==> src/logic/fp_settings.svh <==
// Field widths and queue depth for the single-precision adder.
// Include this file wherever a width or the buffer depth is needed.
// The package builds its types from the same values.

`ifndef FP_SETTINGS_SVH
`define FP_SETTINGS_SVH

// Biased exponent width
`define FP_EXP_WIDTH 8

// Stored fraction width without the hidden bit
`define FP_MAN_WIDTH 23

// Sum buffer slots and initial producer credits
`define FP_FIFO_DEPTH 4

`endif
==> src/logic/fp_pkg.sv <==
// Shared types for the floating-point adder pipeline.
// Modules import this package by wildcard and use scoped names on ports.
// Widths follow the settings header.

`include "fp_settings.svh"

package fp_pkg;

	////////////////////////////////////////////////////////////
	// IEEE single-precision word
	typedef struct packed {
		logic                       sign;
		logic [`FP_EXP_WIDTH-1:0]   exp;
		logic [`FP_MAN_WIDTH-1:0]   frac;
	} fp_word_t;

	////////////////////////////////////////////////////////////
	// Unnormalized sum, producer to consumer
	// man = {carry, hidden, fraction, guard, round, sticky}
	typedef struct packed {
		logic                       sign;
		logic [`FP_EXP_WIDTH:0]     exp;
		logic [`FP_MAN_WIDTH+4:0]   man;
		logic                       zero;
	} fp_sum_t;

	////////////////////////////////////////////////////////////
	// Normalized value between the two consumer stages
	// Exponent is signed so underflow shows up as <= 0
	// man = {hidden, fraction, guard, round, sticky}
	typedef struct packed {
		logic                             sign;
		logic signed [`FP_EXP_WIDTH+1:0]  exp;
		logic [`FP_MAN_WIDTH+3:0]         man;
		logic                             zero;
	} fp_norm_t;

endpackage

==> src/logic/fp_adder.sv <==
// Pipelined single-precision adder/subtractor, top level.
// op = 0 gives a + b, op = 1 gives a - b. Inputs transfer on
// in_valid && in_ready, results on result_valid && result_ready.
// Idle latency is four cycles from the accepting edge.

`timescale 1ns/1ns

`include "fp_settings.svh"

module fp_adder (
	input  logic                                     clk,
	input  logic                                     reset,
	input  logic [`FP_EXP_WIDTH+`FP_MAN_WIDTH:0]     a,
	input  logic [`FP_EXP_WIDTH+`FP_MAN_WIDTH:0]     b,
	input  logic                                     op,
	input  logic                                     in_valid,
	output logic                                     in_ready,
	output logic [`FP_EXP_WIDTH+`FP_MAN_WIDTH:0]     result,
	output logic                                     result_valid,
	input  logic                                     result_ready
);
	import fp_pkg::*;

	logic     push;
	fp_sum_t  push_data;
	logic     pop;
	logic     fifo_valid;
	fp_sum_t  fifo_data;
	logic     norm_valid;
	logic     norm_ready;
	fp_norm_t norm_data;
	fp_word_t result_word;

	assign result = result_word;

	////////////////////////////////////////////////////////////
	// Producer, buffer, consumer

	// Pop doubles as the credit return
	fp_align_add fp_align_add_i (
		.clk           (clk),
		.reset         (reset),
		.a             (a),
		.b             (b),
		.op            (op),
		.in_valid      (in_valid),
		.in_ready      (in_ready),
		.credit_return (pop),
		.push          (push),
		.push_data     (push_data)
	);

	sum_fifo #(
		.DEPTH (`FP_FIFO_DEPTH)
	) sum_fifo_i (
		.clk        (clk),
		.reset      (reset),
		.push       (push),
		.push_data  (push_data),
		.pop        (pop),
		.fifo_valid (fifo_valid),
		.fifo_data  (fifo_data)
	);

	fp_normalize fp_normalize_i (
		.clk        (clk),
		.reset      (reset),
		.fifo_valid (fifo_valid),
		.fifo_data  (fifo_data),
		.pop        (pop),
		.norm_ready (norm_ready),
		.norm_valid (norm_valid),
		.norm_data  (norm_data)
	);

	fp_round_pack fp_round_pack_i (
		.clk          (clk),
		.reset        (reset),
		.norm_valid   (norm_valid),
		.norm_data    (norm_data),
		.norm_ready   (norm_ready),
		.result       (result_word),
		.result_valid (result_valid),
		.result_ready (result_ready)
	);

endmodule

==> src/logic/fp_round_pack.sv <==
// Second consumer stage: round to nearest even and pack the word.
// Overflow saturates to a signed infinity; underflow and exact zero
// both give +0. The result register holds until the sink takes it.

`timescale 1ns/1ns

`include "fp_settings.svh"

module fp_round_pack (
	input  logic             clk,
	input  logic             reset,
	input  logic             norm_valid,
	input  fp_pkg::fp_norm_t norm_data,
	output logic             norm_ready,
	output fp_pkg::fp_word_t result,
	output logic             result_valid,
	input  logic             result_ready
);
	import fp_pkg::*;

	localparam int EW = `FP_EXP_WIDTH;
	localparam int MW = `FP_MAN_WIDTH;

	logic                 guard;
	logic                 round_bit;
	logic                 sticky;
	logic                 round_up;
	logic [MW+1:0]        rounded;
	logic [MW-1:0]        frac;
	logic signed [EW+1:0] exp_final;
	fp_word_t             packed_word;

	assign guard     = norm_data.man[2];
	assign round_bit = norm_data.man[1];
	assign sticky    = norm_data.man[0];

	// Ties go to the even neighbour
	assign round_up = guard && (round_bit || sticky || norm_data.man[3]);
	assign rounded  = {1'b0, norm_data.man[MW+3:3]} + {{(MW+1){1'b0}}, round_up};

	// Rounding carry into a new leading bit bumps the exponent
	// and leaves the fraction all zero
	assign frac      = rounded[MW-1:0];
	assign exp_final = norm_data.exp + $signed({{(EW+1){1'b0}}, rounded[MW+1]});

	always_comb begin
		if (norm_data.zero || exp_final <= 0) begin
			packed_word = '0;
		end else if (exp_final >= $signed(10'((1 << EW) - 1))) begin
			packed_word.sign = norm_data.sign;
			packed_word.exp  = {EW{1'b1}};
			packed_word.frac = '0;
		end else begin
			packed_word.sign = norm_data.sign;
			packed_word.exp  = exp_final[EW-1:0];
			packed_word.frac = frac;
		end
	end

	////////////////////////////////////////////////////////////
	// Output register with back-pressure

	assign norm_ready = !result_valid || result_ready;

	always_ff @(posedge clk) begin
		if (reset) begin
			result_valid <= 1'b0;
		end else if (norm_ready) begin
			result_valid <= norm_valid;
		end
	end

	always_ff @(posedge clk) begin
		if (norm_valid && norm_ready) begin
			result <= packed_word;
		end
	end

endmodule

==> src/logic/fp_normalize.sv <==
// First consumer stage: bring the sum back to a leading hidden bit.
// A carry out shifts right by one; otherwise the mantissa is shifted
// left by its leading-zero count and the exponent lowered to match.
// Pops the buffer head whenever its own register can take a value.

`timescale 1ns/1ns

`include "fp_settings.svh"

module fp_normalize (
	input  logic             clk,
	input  logic             reset,
	input  logic             fifo_valid,
	input  fp_pkg::fp_sum_t  fifo_data,
	output logic             pop,
	input  logic             norm_ready,
	output logic             norm_valid,
	output fp_pkg::fp_norm_t norm_data
);
	import fp_pkg::*;

	localparam int EW = `FP_EXP_WIDTH;
	// Width of the normalized mantissa with the hidden bit at the top
	localparam int NW = `FP_MAN_WIDTH + 4;

	logic [NW:0]          m;
	logic [4:0]           lz;
	logic [NW-2:0]        shifted;
	logic [NW-1:0]        man_next;
	logic signed [EW+1:0] exp_in;
	logic signed [EW+1:0] exp_next;

	assign m      = fifo_data.man;
	assign exp_in = $signed({1'b0, fifo_data.exp});

	// Take a new head when the register is empty or being drained
	assign pop = fifo_valid && (!norm_valid || norm_ready);

	// Leading zeros above sticky up to the highest set bit
	always_comb begin
		lz = '0;
		for (int i = 1; i < NW; i++) begin
			if (m[i]) begin
				lz = 5'(NW - 1 - i);
			end
		end
	end

	// Sticky stays in place while everything above it moves up
	assign shifted = m[NW-1:1] << lz;

	always_comb begin
		if (m[NW]) begin
			// Carry out drops one bit into sticky
			man_next = {m[NW:2], m[1] | m[0]};
			exp_next = exp_in + 10'sd1;
		end else begin
			man_next = {shifted, m[0]};
			exp_next = exp_in - $signed({5'b0, lz});
		end
	end

	////////////////////////////////////////////////////////////
	// Output register

	always_ff @(posedge clk) begin
		if (reset) begin
			norm_valid <= 1'b0;
		end else if (!norm_valid || norm_ready) begin
			norm_valid <= fifo_valid;
		end
	end

	always_ff @(posedge clk) begin
		if (pop) begin
			norm_data.sign <= fifo_data.sign;
			norm_data.exp  <= exp_next;
			norm_data.man  <= man_next;
			norm_data.zero <= fifo_data.zero;
		end
	end

endmodule

==> src/logic/sum_fifo.sv <==
// Queue of unnormalized sums between producer and consumer.
// Writes never find it full because the producer spends a credit first.
// The head entry is shown combinationally; each pop frees a slot and
// is also returned to the producer as a credit.

`timescale 1ns/1ns

module sum_fifo #(
	parameter int DEPTH = 4
) (
	input  logic            clk,
	input  logic            reset,
	input  logic            push,
	input  fp_pkg::fp_sum_t push_data,
	input  logic            pop,
	output logic            fifo_valid,
	output fp_pkg::fp_sum_t fifo_data
);
	import fp_pkg::*;

	localparam int PW = (DEPTH > 1) ? $clog2(DEPTH) : 1;
	localparam int NW = $clog2(DEPTH + 1);

	fp_sum_t       mem [DEPTH];
	logic [PW-1:0] wr_ptr;
	logic [PW-1:0] rd_ptr;
	logic [NW-1:0] count;

	assign fifo_valid = (count != '0);
	assign fifo_data  = mem[rd_ptr];

	// Storage
	always_ff @(posedge clk) begin
		if (push) begin
			mem[wr_ptr] <= push_data;
		end
	end

	////////////////////////////////////////////////////////////
	// Pointers and occupancy

	always_ff @(posedge clk) begin
		if (reset) begin
			wr_ptr <= '0;
			rd_ptr <= '0;
			count  <= '0;
		end else begin
			if (push) begin
				if (wr_ptr == PW'(DEPTH - 1)) begin
					wr_ptr <= '0;
				end else begin
					wr_ptr <= wr_ptr + 1'b1;
				end
			end

			if (pop) begin
				if (rd_ptr == PW'(DEPTH - 1)) begin
					rd_ptr <= '0;
				end else begin
					rd_ptr <= rd_ptr + 1'b1;
				end
			end

			case ({push, pop})
				2'b10:   count <= count + 1'b1;
				2'b01:   count <= count - 1'b1;
				default: count <= count;
			endcase
		end
	end

endmodule

==> src/logic/fp_align_add.sv <==
// Producer side of the adder: unpack, align and add/subtract.
// Stage 1 orders the operands by magnitude and aligns the smaller one.
// Stage 2 adds or subtracts the mantissas and pushes into the sum buffer.
// Input is accepted only while a buffer credit is held, so every push
// has a free slot waiting for it.

`timescale 1ns/1ns

`include "fp_settings.svh"

module fp_align_add (
	input  logic             clk,
	input  logic             reset,
	input  fp_pkg::fp_word_t a,
	input  fp_pkg::fp_word_t b,
	input  logic             op,
	input  logic             in_valid,
	output logic             in_ready,
	input  logic             credit_return,
	output logic             push,
	output fp_pkg::fp_sum_t  push_data
);
	import fp_pkg::*;

	localparam int EW = `FP_EXP_WIDTH;
	localparam int MW = `FP_MAN_WIDTH;
	// Hidden bit, fraction and guard/round/sticky
	localparam int AW = MW + 4;
	localparam int CW = $clog2(`FP_FIFO_DEPTH + 1);

	logic          accept;
	logic [CW-1:0] credits;

	// Unpacked operands
	logic          b_sign;
	logic [MW:0]   a_sig;
	logic [MW:0]   b_sig;
	logic          a_bigger;

	logic          big_sign;
	logic          small_sign;
	logic [EW-1:0] big_exp;
	logic [EW-1:0] small_exp;
	logic [MW:0]   big_sig;
	logic [MW:0]   small_sig;

	logic [EW-1:0] exp_diff;
	logic [AW-1:0] small_ext;
	logic [AW-1:0] small_shift;
	logic          lost;

	// Stage 1 registers
	logic          s1_valid;
	logic          s1_sign;
	logic          s1_eff_sub;
	logic [EW-1:0] s1_exp;
	logic [AW-1:0] s1_big;
	logic [AW-1:0] s1_small;

	logic [AW:0]   sum;

	////////////////////////////////////////////////////////////
	// Credits

	assign in_ready = (credits != '0);
	assign accept   = in_valid && in_ready;

	always_ff @(posedge clk) begin
		if (reset) begin
			credits <= CW'(`FP_FIFO_DEPTH);
		end else begin
			case ({accept, credit_return})
				2'b10:   credits <= credits - 1'b1;
				2'b01:   credits <= credits + 1'b1;
				default: credits <= credits;
			endcase
		end
	end

	////////////////////////////////////////////////////////////
	// Stage 1: unpack, swap, align

	// Subtraction is addition with b negated
	assign b_sign = b.sign ^ op;

	// Exponent 0 reads as zero and denormals are flushed
	assign a_sig = (a.exp == '0) ? '0 : {1'b1, a.frac};
	assign b_sig = (b.exp == '0) ? '0 : {1'b1, b.frac};

	assign a_bigger = {a.exp, a_sig} >= {b.exp, b_sig};

	assign big_sign   = a_bigger ? a.sign : b_sign;
	assign small_sign = a_bigger ? b_sign : a.sign;
	assign big_exp    = a_bigger ? a.exp  : b.exp;
	assign small_exp  = a_bigger ? b.exp  : a.exp;
	assign big_sig    = a_bigger ? a_sig  : b_sig;
	assign small_sig  = a_bigger ? b_sig  : a_sig;

	assign exp_diff  = big_exp - small_exp;
	assign small_ext = {small_sig, 3'b000};

	// Shifts past the width give zero
	assign small_shift = small_ext >> exp_diff;
	assign lost        = |(small_ext & ~({AW{1'b1}} << exp_diff));

	always_ff @(posedge clk) begin
		if (reset) begin
			s1_valid <= 1'b0;
		end else begin
			s1_valid <= accept;
		end
	end

	always_ff @(posedge clk) begin
		if (accept) begin
			s1_sign    <= big_sign;
			s1_eff_sub <= big_sign ^ small_sign;
			s1_exp     <= big_exp;
			s1_big     <= {big_sig, 3'b000};
			// Bits shifted out collapse into sticky
			s1_small   <= {small_shift[AW-1:1], small_shift[0] | lost};
		end
	end

	////////////////////////////////////////////////////////////
	// Stage 2: mantissa add or subtract

	// Big operand is never smaller, so the difference stays positive
	assign sum = s1_eff_sub ? ({1'b0, s1_big} - {1'b0, s1_small})
	                        : ({1'b0, s1_big} + {1'b0, s1_small});

	always_ff @(posedge clk) begin
		if (reset) begin
			push <= 1'b0;
		end else begin
			push <= s1_valid;
		end
	end

	always_ff @(posedge clk) begin
		if (s1_valid) begin
			push_data.sign <= s1_sign;
			push_data.exp  <= {1'b0, s1_exp};
			push_data.man  <= sum;
			push_data.zero <= (sum == '0);
		end
	end

endmodule

==> config.mk <==
export PLATFORM = sky130hd
export DESIGN_NAME = fp_adder
export DESIGN_NICKNAME = d
export VERILOG_FILES = /design/src/logic/fp_pkg.sv /design/src/logic/fp_adder.sv /design/src/logic/fp_round_pack.sv /design/src/logic/fp_normalize.sv /design/src/logic/sum_fifo.sv /design/src/logic/fp_align_add.sv
export VERILOG_INCLUDE_DIRS = /design/src /design/src/logic
export SDC_FILE = /design/constraint.sdc
export NUM_CORES = 1
export LEC_CHECK = 0
export BUFFER_PORTS_ARGS = -buffer_cell sky130_fd_sc_hd__buf_2
export CAP_MARGIN = 20
export CORE_ASPECT_RATIO = 1.1
export CORE_MARGIN = 2
export CORE_UTILIZATION = 40
export DETAILED_ROUTE_END_ITERATION = 16
export GPL_ROUTABILITY_DRIVEN = 0
export PLACE_DENSITY_LB_ADDON = 0.3
export SLEW_MARGIN = 20
export SYNTH_ARGS = -nofsm -noshare
export SYNTH_HDL_FRONTEND = slang
export SYNTH_HIERARCHICAL = 1
export SYNTH_SLANG_ARGS = --single-unit
==> constraint.sdc <==
create_clock -name clk -period 8.6 [get_ports clk]
set_clock_uncertainty 0.05 [all_clocks]
set_input_delay 1.72 -clock clk [delete_from_list [all_inputs] [get_ports clk]]
set_output_delay 1.72 -clock clk [all_outputs]
set_load 0.02 [all_outputs]
==> flow_summary_export.csv, run 1 <==
group,metric,value,unit
global_route,grt.total_usage,0.185,
drt,drc,0,
floorplan,die_y,245,um
clock_tree,insertion_delay,0.54,ns
drt,antenna_left,0,
timing,slew_headroom,0.281,
yosys,synth.avg_cell_area,10.9,um2
timing,rsz0062_at_grt,"false",
global_route,grt_start_max_net_pins,62,
critical_path,slowest_delay,0.76,ns
clock_tree,cts_sinks,342,
clock_tree,htree_levels,2,
clock_tree,cts_buffers,37,
drt,vias,15700,
yosys,synthTopCellsByCount,"edfxtp_1, nand2_1, nor2_1, inv_1, a21oi_1",
yosys,synthAdderAreaFrac,0.0648,
place,portBuffers,102,
timing,tns,0,ns
worst_hold_path,hold_depth,0,
timing,hold_ws,0.364,ns
critical_path,critPathCaptureType,"register",
yosys,synth_seq_cells,342,
power_and_ir_drop,power-per-cell-area,298,nW/um2
global_route,antenna_found_initial,0,
clock_tree,hold_buffers,0,
outcome,status,"complete, no violations",
critical_path,r2r_slack,2.75,ns
layout,finalNetCount,2182,
yosys,syn_nets,2118,
global_route,grt_overflow,0,
critical_path,crit_fanout,45,
floorplan,initial_utilization,0.404,
yosys,synthDominantCellAreaShare,0.464,
clock_tree,cts.path.max_buffers,3,
timing,setup_viol,0,
place,placed_area,22200,um2
flow_run,drv_cap,0,
yosys,synth_mux_area_frac,0.0982,
yosys,ys_seq_area_frac,0.479,
yosys,synth-edff-count,326,
timing,timing_hold_violations_final,0,
yosys,yosysTopAreaCell,"edfxtp_1",
yosys,synth_top_family_by_area,"compound AO/OA/AOI/OAI gates",
yosys,synth_compound_area_frac,0.142,
global_route,grt_pass1_wl,81500,um
clock_tree,cts.repair.resized,0,
yosys,yosysMostFrequentCell,"edfxtp_1",
timing,min_period,7.68,ns
timing,fin_crit_sh,0.893,
drt,viasPerCell,5.79,
yosys,synthTopCellsByArea,"edfxtp_1, ha_1, mux4_2",
floorplan,core_area,52300,um2
clock_tree,cts_setup_buffers,0,
yosys,synthFlopType,"edfxtp_1",
clock_tree,cts_tree,"yes",
layout,drive_gt1_frac,0.151,
drt,dr.pass1.iters,6,
critical_path,r2r-end,"fp_normalize_i/norm_data[37]$_DFFE_PP_",
floorplan,die-area,54700,um2
layout,final_util,0.449,
clock_tree,root_buffer,"clkbuf_16",
layout,n_antenna_cell,0,
critical_path,path_class,"in -> reg",
yosys,synthSimpleGateAreaFrac,0.141,
critical_path,start_kind,"input pin",
floorplan,chipWidth,223,um
yosys,yosys_warnings,6,
critical_path,path_cells,"buf_2 > or4_1 > or2_2 > nand2_1 > ha_1 > nand4_1 > nor4_2 > o21ai_1 > a311oi_1 > a21oi_1 > ha_1 > and2_1 > o31ai_1 > o211ai_1 > a31oi_1 > mux2i_1 > a31oi_4 > nor4_1 > a211oi_1 > a211oi_1",
timing,drv_slew,0,
yosys,syn_inst,1942,
layout,area_growth,11.2,%
yosys,synthXorXnorAreaFrac,0.0277,
drt,dr.first_iter.drc_count,1475,
worst_hold_path,min_to,"fp_align_add_i/push_data[30]$_DFFE_PP_",
worst_hold_path,worstHoldStart,"fp_align_add_i/s1_exp[1]$_DFFE_PP_",
clock_tree,cts.clk_slew.worst_paths,0.06,ns
global_route,grt_pass1_vias,15300,
yosys,async_reset_ff_frac,0,
power_and_ir_drop,ir_drop,0.127,mV
drt,wire_per_inst,18.8,um
power_and_ir_drop,p_leak,0.00876,uW
timing,fmax,130,MHz
critical_path,cp.required,8.92,ns
timing,tightest_slew,1.08,ns
drt,wl,51000,um
critical_path,crit_arrival,8.00,ns
floorplan,io_pins,103,
power_and_ir_drop,p_total,6990,uW
yosys,synth_cell_type_count,104,
critical_path,reg2regPathDepth,19,
yosys,syn-cell-area,21100,um2
worst_hold_path,hold_path_class,"reg -> reg",
floorplan,num_rows,88,
layout,postLayoutCellArea,23500,um2
critical_path,crit_path_top_delay_cell,"nor4_1",
place,post-dp-hpwl,37100,um
==> through the flow <==
stage               setup slack, ns  instances
global route                  0.491       2709
finish                        0.922       2709
detailed placement            0.538       2642
global placement              0.694       2642
CTS                            1.09       2709
floorplan                     0.377       1942
==> area by class of cell <==
cell class	instances	area, um2
Inverter	126	480
Fill cell	4793	28800
Tap cell	675	845
Timing Repair Buffer	126	703
Sequential cell	342	10100
Clock inverter	22	293
Clock buffer	45	977
Multi-Input combinational cell	1373	10100
==> routing by layer <==
metal	GRT usage	share of wire
met2	0.334	0.50
met3	0.0241	0.055
met5	0	0
met1	0.225	0.41
met4	0.0715	0.035
==> state kept, by name (all words and copies together), names as in the netlist, 2 cells and up, named ones only <==
signal and cells:
fp_align_add_i/s1_exp 8, fp_align_add_i/credits 3, sum_fifo_i/wr_ptr 2, fp_align_add_i/s1_small 27, fp_normalize_i/norm_data 39, fp_align_add_i/push_data 38, sum_fifo_i/count 3, fp_align_add_i/s1_big 24
sum_fifo_i/mem 156, fp_round_pack_i/result 32, sum_fifo_i/rd_ptr 2
==> cells in the final DEF (no fill, tap or decap), drive strengths merged, types with 44 or more instances in the layout <==
cell type / n
buf: 126
nor2: 133
mux4: 44
clkbuf: 45
nor3: 87
o21ai: 110
a21oi: 111
edfxtp: 326
ha: 103
inv: 127
mux2i: 82
nand2: 163
nand3: 59
==> cells by family after synthesis <==
group	after synthesis
other cells	1
mux	149
buf+inv	227
compound gates	445
xor+xnor	66
flops	342
fa+ha+maj	107
simple gates	605
==> critical path, delay by kind of cell <==
family                   cells  cell delay (ns)
adder cells (fa/ha/maj)      2             0.43
AO/OA/AOI/OAI                9             2.35
buffers and inverters        1             0.11
multiplexers                 1             0.34
AND/OR/NAND/NOR              7             3.02
==> where the power goes <==
group	leakage, uW	internal, uW	total [uW]	switching, uW
Clock	0.000614	998	1640	645
Sequential	0.00317	2290	2520	231
Combinational	0.00497	1090	2830	1740
Total	0.00876	4380	6990	2610
==> how the worst max path moves through the flow <==
| stage | startpoint | to | slack, ns | depth (start not counted) |
|---|---|---|---|---|
| floorplan | b[27] | fp_align_add_i/s1_small[2]$_SDFFCE_PN0P_ | 0.38 | 31 |
| global placement | a[28] | fp_align_add_i/s1_small[2]$_SDFFCE_PN0P_ | 0.69 | 22 |
| detailed placement | b[27] | fp_align_add_i/s1_small[1]$_SDFFCE_PN0P_ | 0.54 | 20 |
| CTS | b[27] | fp_align_add_i/s1_small[1]$_SDFFCE_PN0P_ | 1.09 | 20 |
| global route | b[27] | fp_align_add_i/s1_small[1]$_SDFFCE_PN0P_ | 0.49 | 20 |
| finish | b[27] | fp_align_add_i/s1_small[1]$_SDFFCE_PN0P_ | 0.92 | 20 |
Power figures use the tool's default switching activity.
==> inputs of run 2 (changes only) <==
Settings changed: RECOVER_POWER from default to 50.
==> flow_summary_export.csv, run 2 (synthesis results as in run 1) <==
group,metric,value,unit
worst_hold_path,hold_path_class,"reg -> reg",
timing,setup_viol,0,
drt,met1Wirelength,20700,um
global_route,grt_pass1_vias,15300,
floorplan,io_pins,103,
drt,antenna_left,0,
critical_path,cp.required,8.92,ns
timing,drv_slew,242,
layout,final_common_cell,"edfxtp_1",
layout,multiInputGateArea,10100,um2
timing,tns,0,ns
clock_tree,htree_levels,2,
timing,slew_headroom,-1.10,
drt,wire_per_inst,18.8,um
critical_path,critical-path-top-delay-family,"simple AND/OR/NAND/NOR gates",
power_and_ir_drop,power-per-cell-area,298,nW/um2
critical_path,crit_arrival,7.97,ns
drt,met3WireLength,2880,um
critical_path,slowest_delay,0.73,ns
timing,timing_hold_violations_final,0,
global_route,grt.total_usage,0.185,
layout,area_growth,11.1,%
clock_tree,insertion_delay,0.54,ns
clock_tree,cts.path.max_buffers,3,
drt,drc,0,
clock_tree,root_buffer,"clkbuf_16",
global_route,grt_start_max_net_pins,62,
floorplan,die-area,54700,um2
place,post-dp-hpwl,37100,um
drt,dr.first_iter.drc_count,1473,
layout,top_register,"sum_fifo_i/mem",
floorplan,chipWidth,223,um
drt,wl_met2,25600,um
floorplan,initial_utilization,0.404,
layout,reg_top3,"sum_fifo_i/mem x156, fp_normalize_i/norm_data x39, fp_align_add_i/push_data x38",
clock_tree,cts_tree,"yes",
critical_path,critPathCaptureType,"register",
layout,layout_common_cells,"edfxtp_1, nand2_1, nor2_1, inv_1, a21oi_1",
timing,fmax,131,MHz
outcome,violations,"max-capacitance violations, max-slew violations",
layout,final_cells,2709,
drt,vias,15700,
layout,nFillCells,4798,
global_route,grt_pass1_wl,81500,um
clock_tree,cts.repair.resized,0,
clock_tree,hold_buffers,0,
place,place_inst,2642,
clock_tree,cts_buffers,37,
layout,regArea,10100,um2
layout,n_antenna_cell,0,
timing,fin_crit_sh,0.890,
clock_tree,cts.clk_slew.worst_paths,0.06,ns
drt,viasPerCell,5.80,
power_and_ir_drop,p_leak,0.00874,uW
clock_tree,cts_sinks,342,
timing,rsz0062_at_grt,"false",
critical_path,crit_fanout,45,
timing,tightest_slew,3.15,ns
outcome,status,"finished with violations",
floorplan,die_y,245,um
critical_path,path_class,"in -> reg",
place,portBuffers,102,
drt,wl,51000,um
floorplan,num_rows,88,
power_and_ir_drop,ir_drop,0.127,mV
layout,largest_reg_flops,156,
critical_path,crit_path_top_delay_cell,"nor4_1",
timing,min_period,7.65,ns
critical_path,start_kind,"input pin",
flow_run,drv_cap,6,
floorplan,core_area,52300,um2
drt,dr.pass1.iters,7,
critical_path,crit_buf_inv,1,
global_route,antenna_found_initial,0,
global_route,grt_overflow,0,
clock_tree,cts_setup_buffers,0,
layout,finalNetCount,2182,
critical_path,path_cells,"buf_2 > or4_1 > or2_2 > nand2_1 > ha_1 > nand4_1 > nor4_2 > o21ai_1 > a311oi_1 > a21oi_1 > ha_1 > and2_1 > o31ai_1 > o211ai_1 > a31oi_1 > mux2i_1 > a31oi_4 > nor4_1 > a211oi_1 > a211oi_1",
layout,drive_gt1_frac,0.148,
drt,routed.top_layer,"met4",
-- run 2: final cells by class --
| cell class | count | share of cell area |
|---|---|---|
| Clock buffer | 45 | 0.0417 |
| Clock inverter | 22 | 0.0125 |
| Inverter | 126 | 0.0205 |
| Multi-Input combinational cell | 1373 | 0.429 |
| Sequential cell | 342 | 0.431 |
| Tap cell | 675 | 0.0360 |
| Timing Repair Buffer | 126 | 0.0298 |
-- run 2: worst paths after layout --
kind	startpoint	slack [ns]	depth (start not counted)	end
setup / recovery	b[27]	0.95	20	fp_align_add_i/s1_small[1]$_SDFFCE_PN0P_
setup reg to reg	register	2.74	19	fp_normalize_i/norm_data[37]$_DFFE_PP_
hold / removal	fp_align_add_i/s1_exp[1]$_DFFE_PP_	0.36	0	fp_align_add_i/push_data[30]$_DFFE_PP_
hold reg to reg	fp_align_add_i/s1_exp[1]$_DFFE_PP_	0.36	0	fp_align_add_i/push_data[30]$_DFFE_PP_
-- run 2: stage by stage --
stage	hold WS, ns	cell area, um2	setup slack, ns	power (uW)	util
after global routing	0.371	23500	0.491	7410	0.449
after CTS	0.367	23500	1.09	7010	0.449
after detailed placement	0.355	22200	0.538	5340	0.425
after global placement	0.362	22200	0.694	5290	0.425
after floorplan	0.350	21100	0.377	4660	-
final	0.364	23500	0.950	6990	0.449
-- run 2: report_power, final --
group,switching (uW),internal (uW),total [uW]
combinational,1740,1090,2830
sequential,231,2290,2520
clock,644,998,1640
-- run 2: layer usage --
layer	vias to the layer above	GRT usage
met4	0	0.0715
met2	608	0.334
met1	7521	0.225
met3	108	0.0241
met5	-	0
li1	7473	-
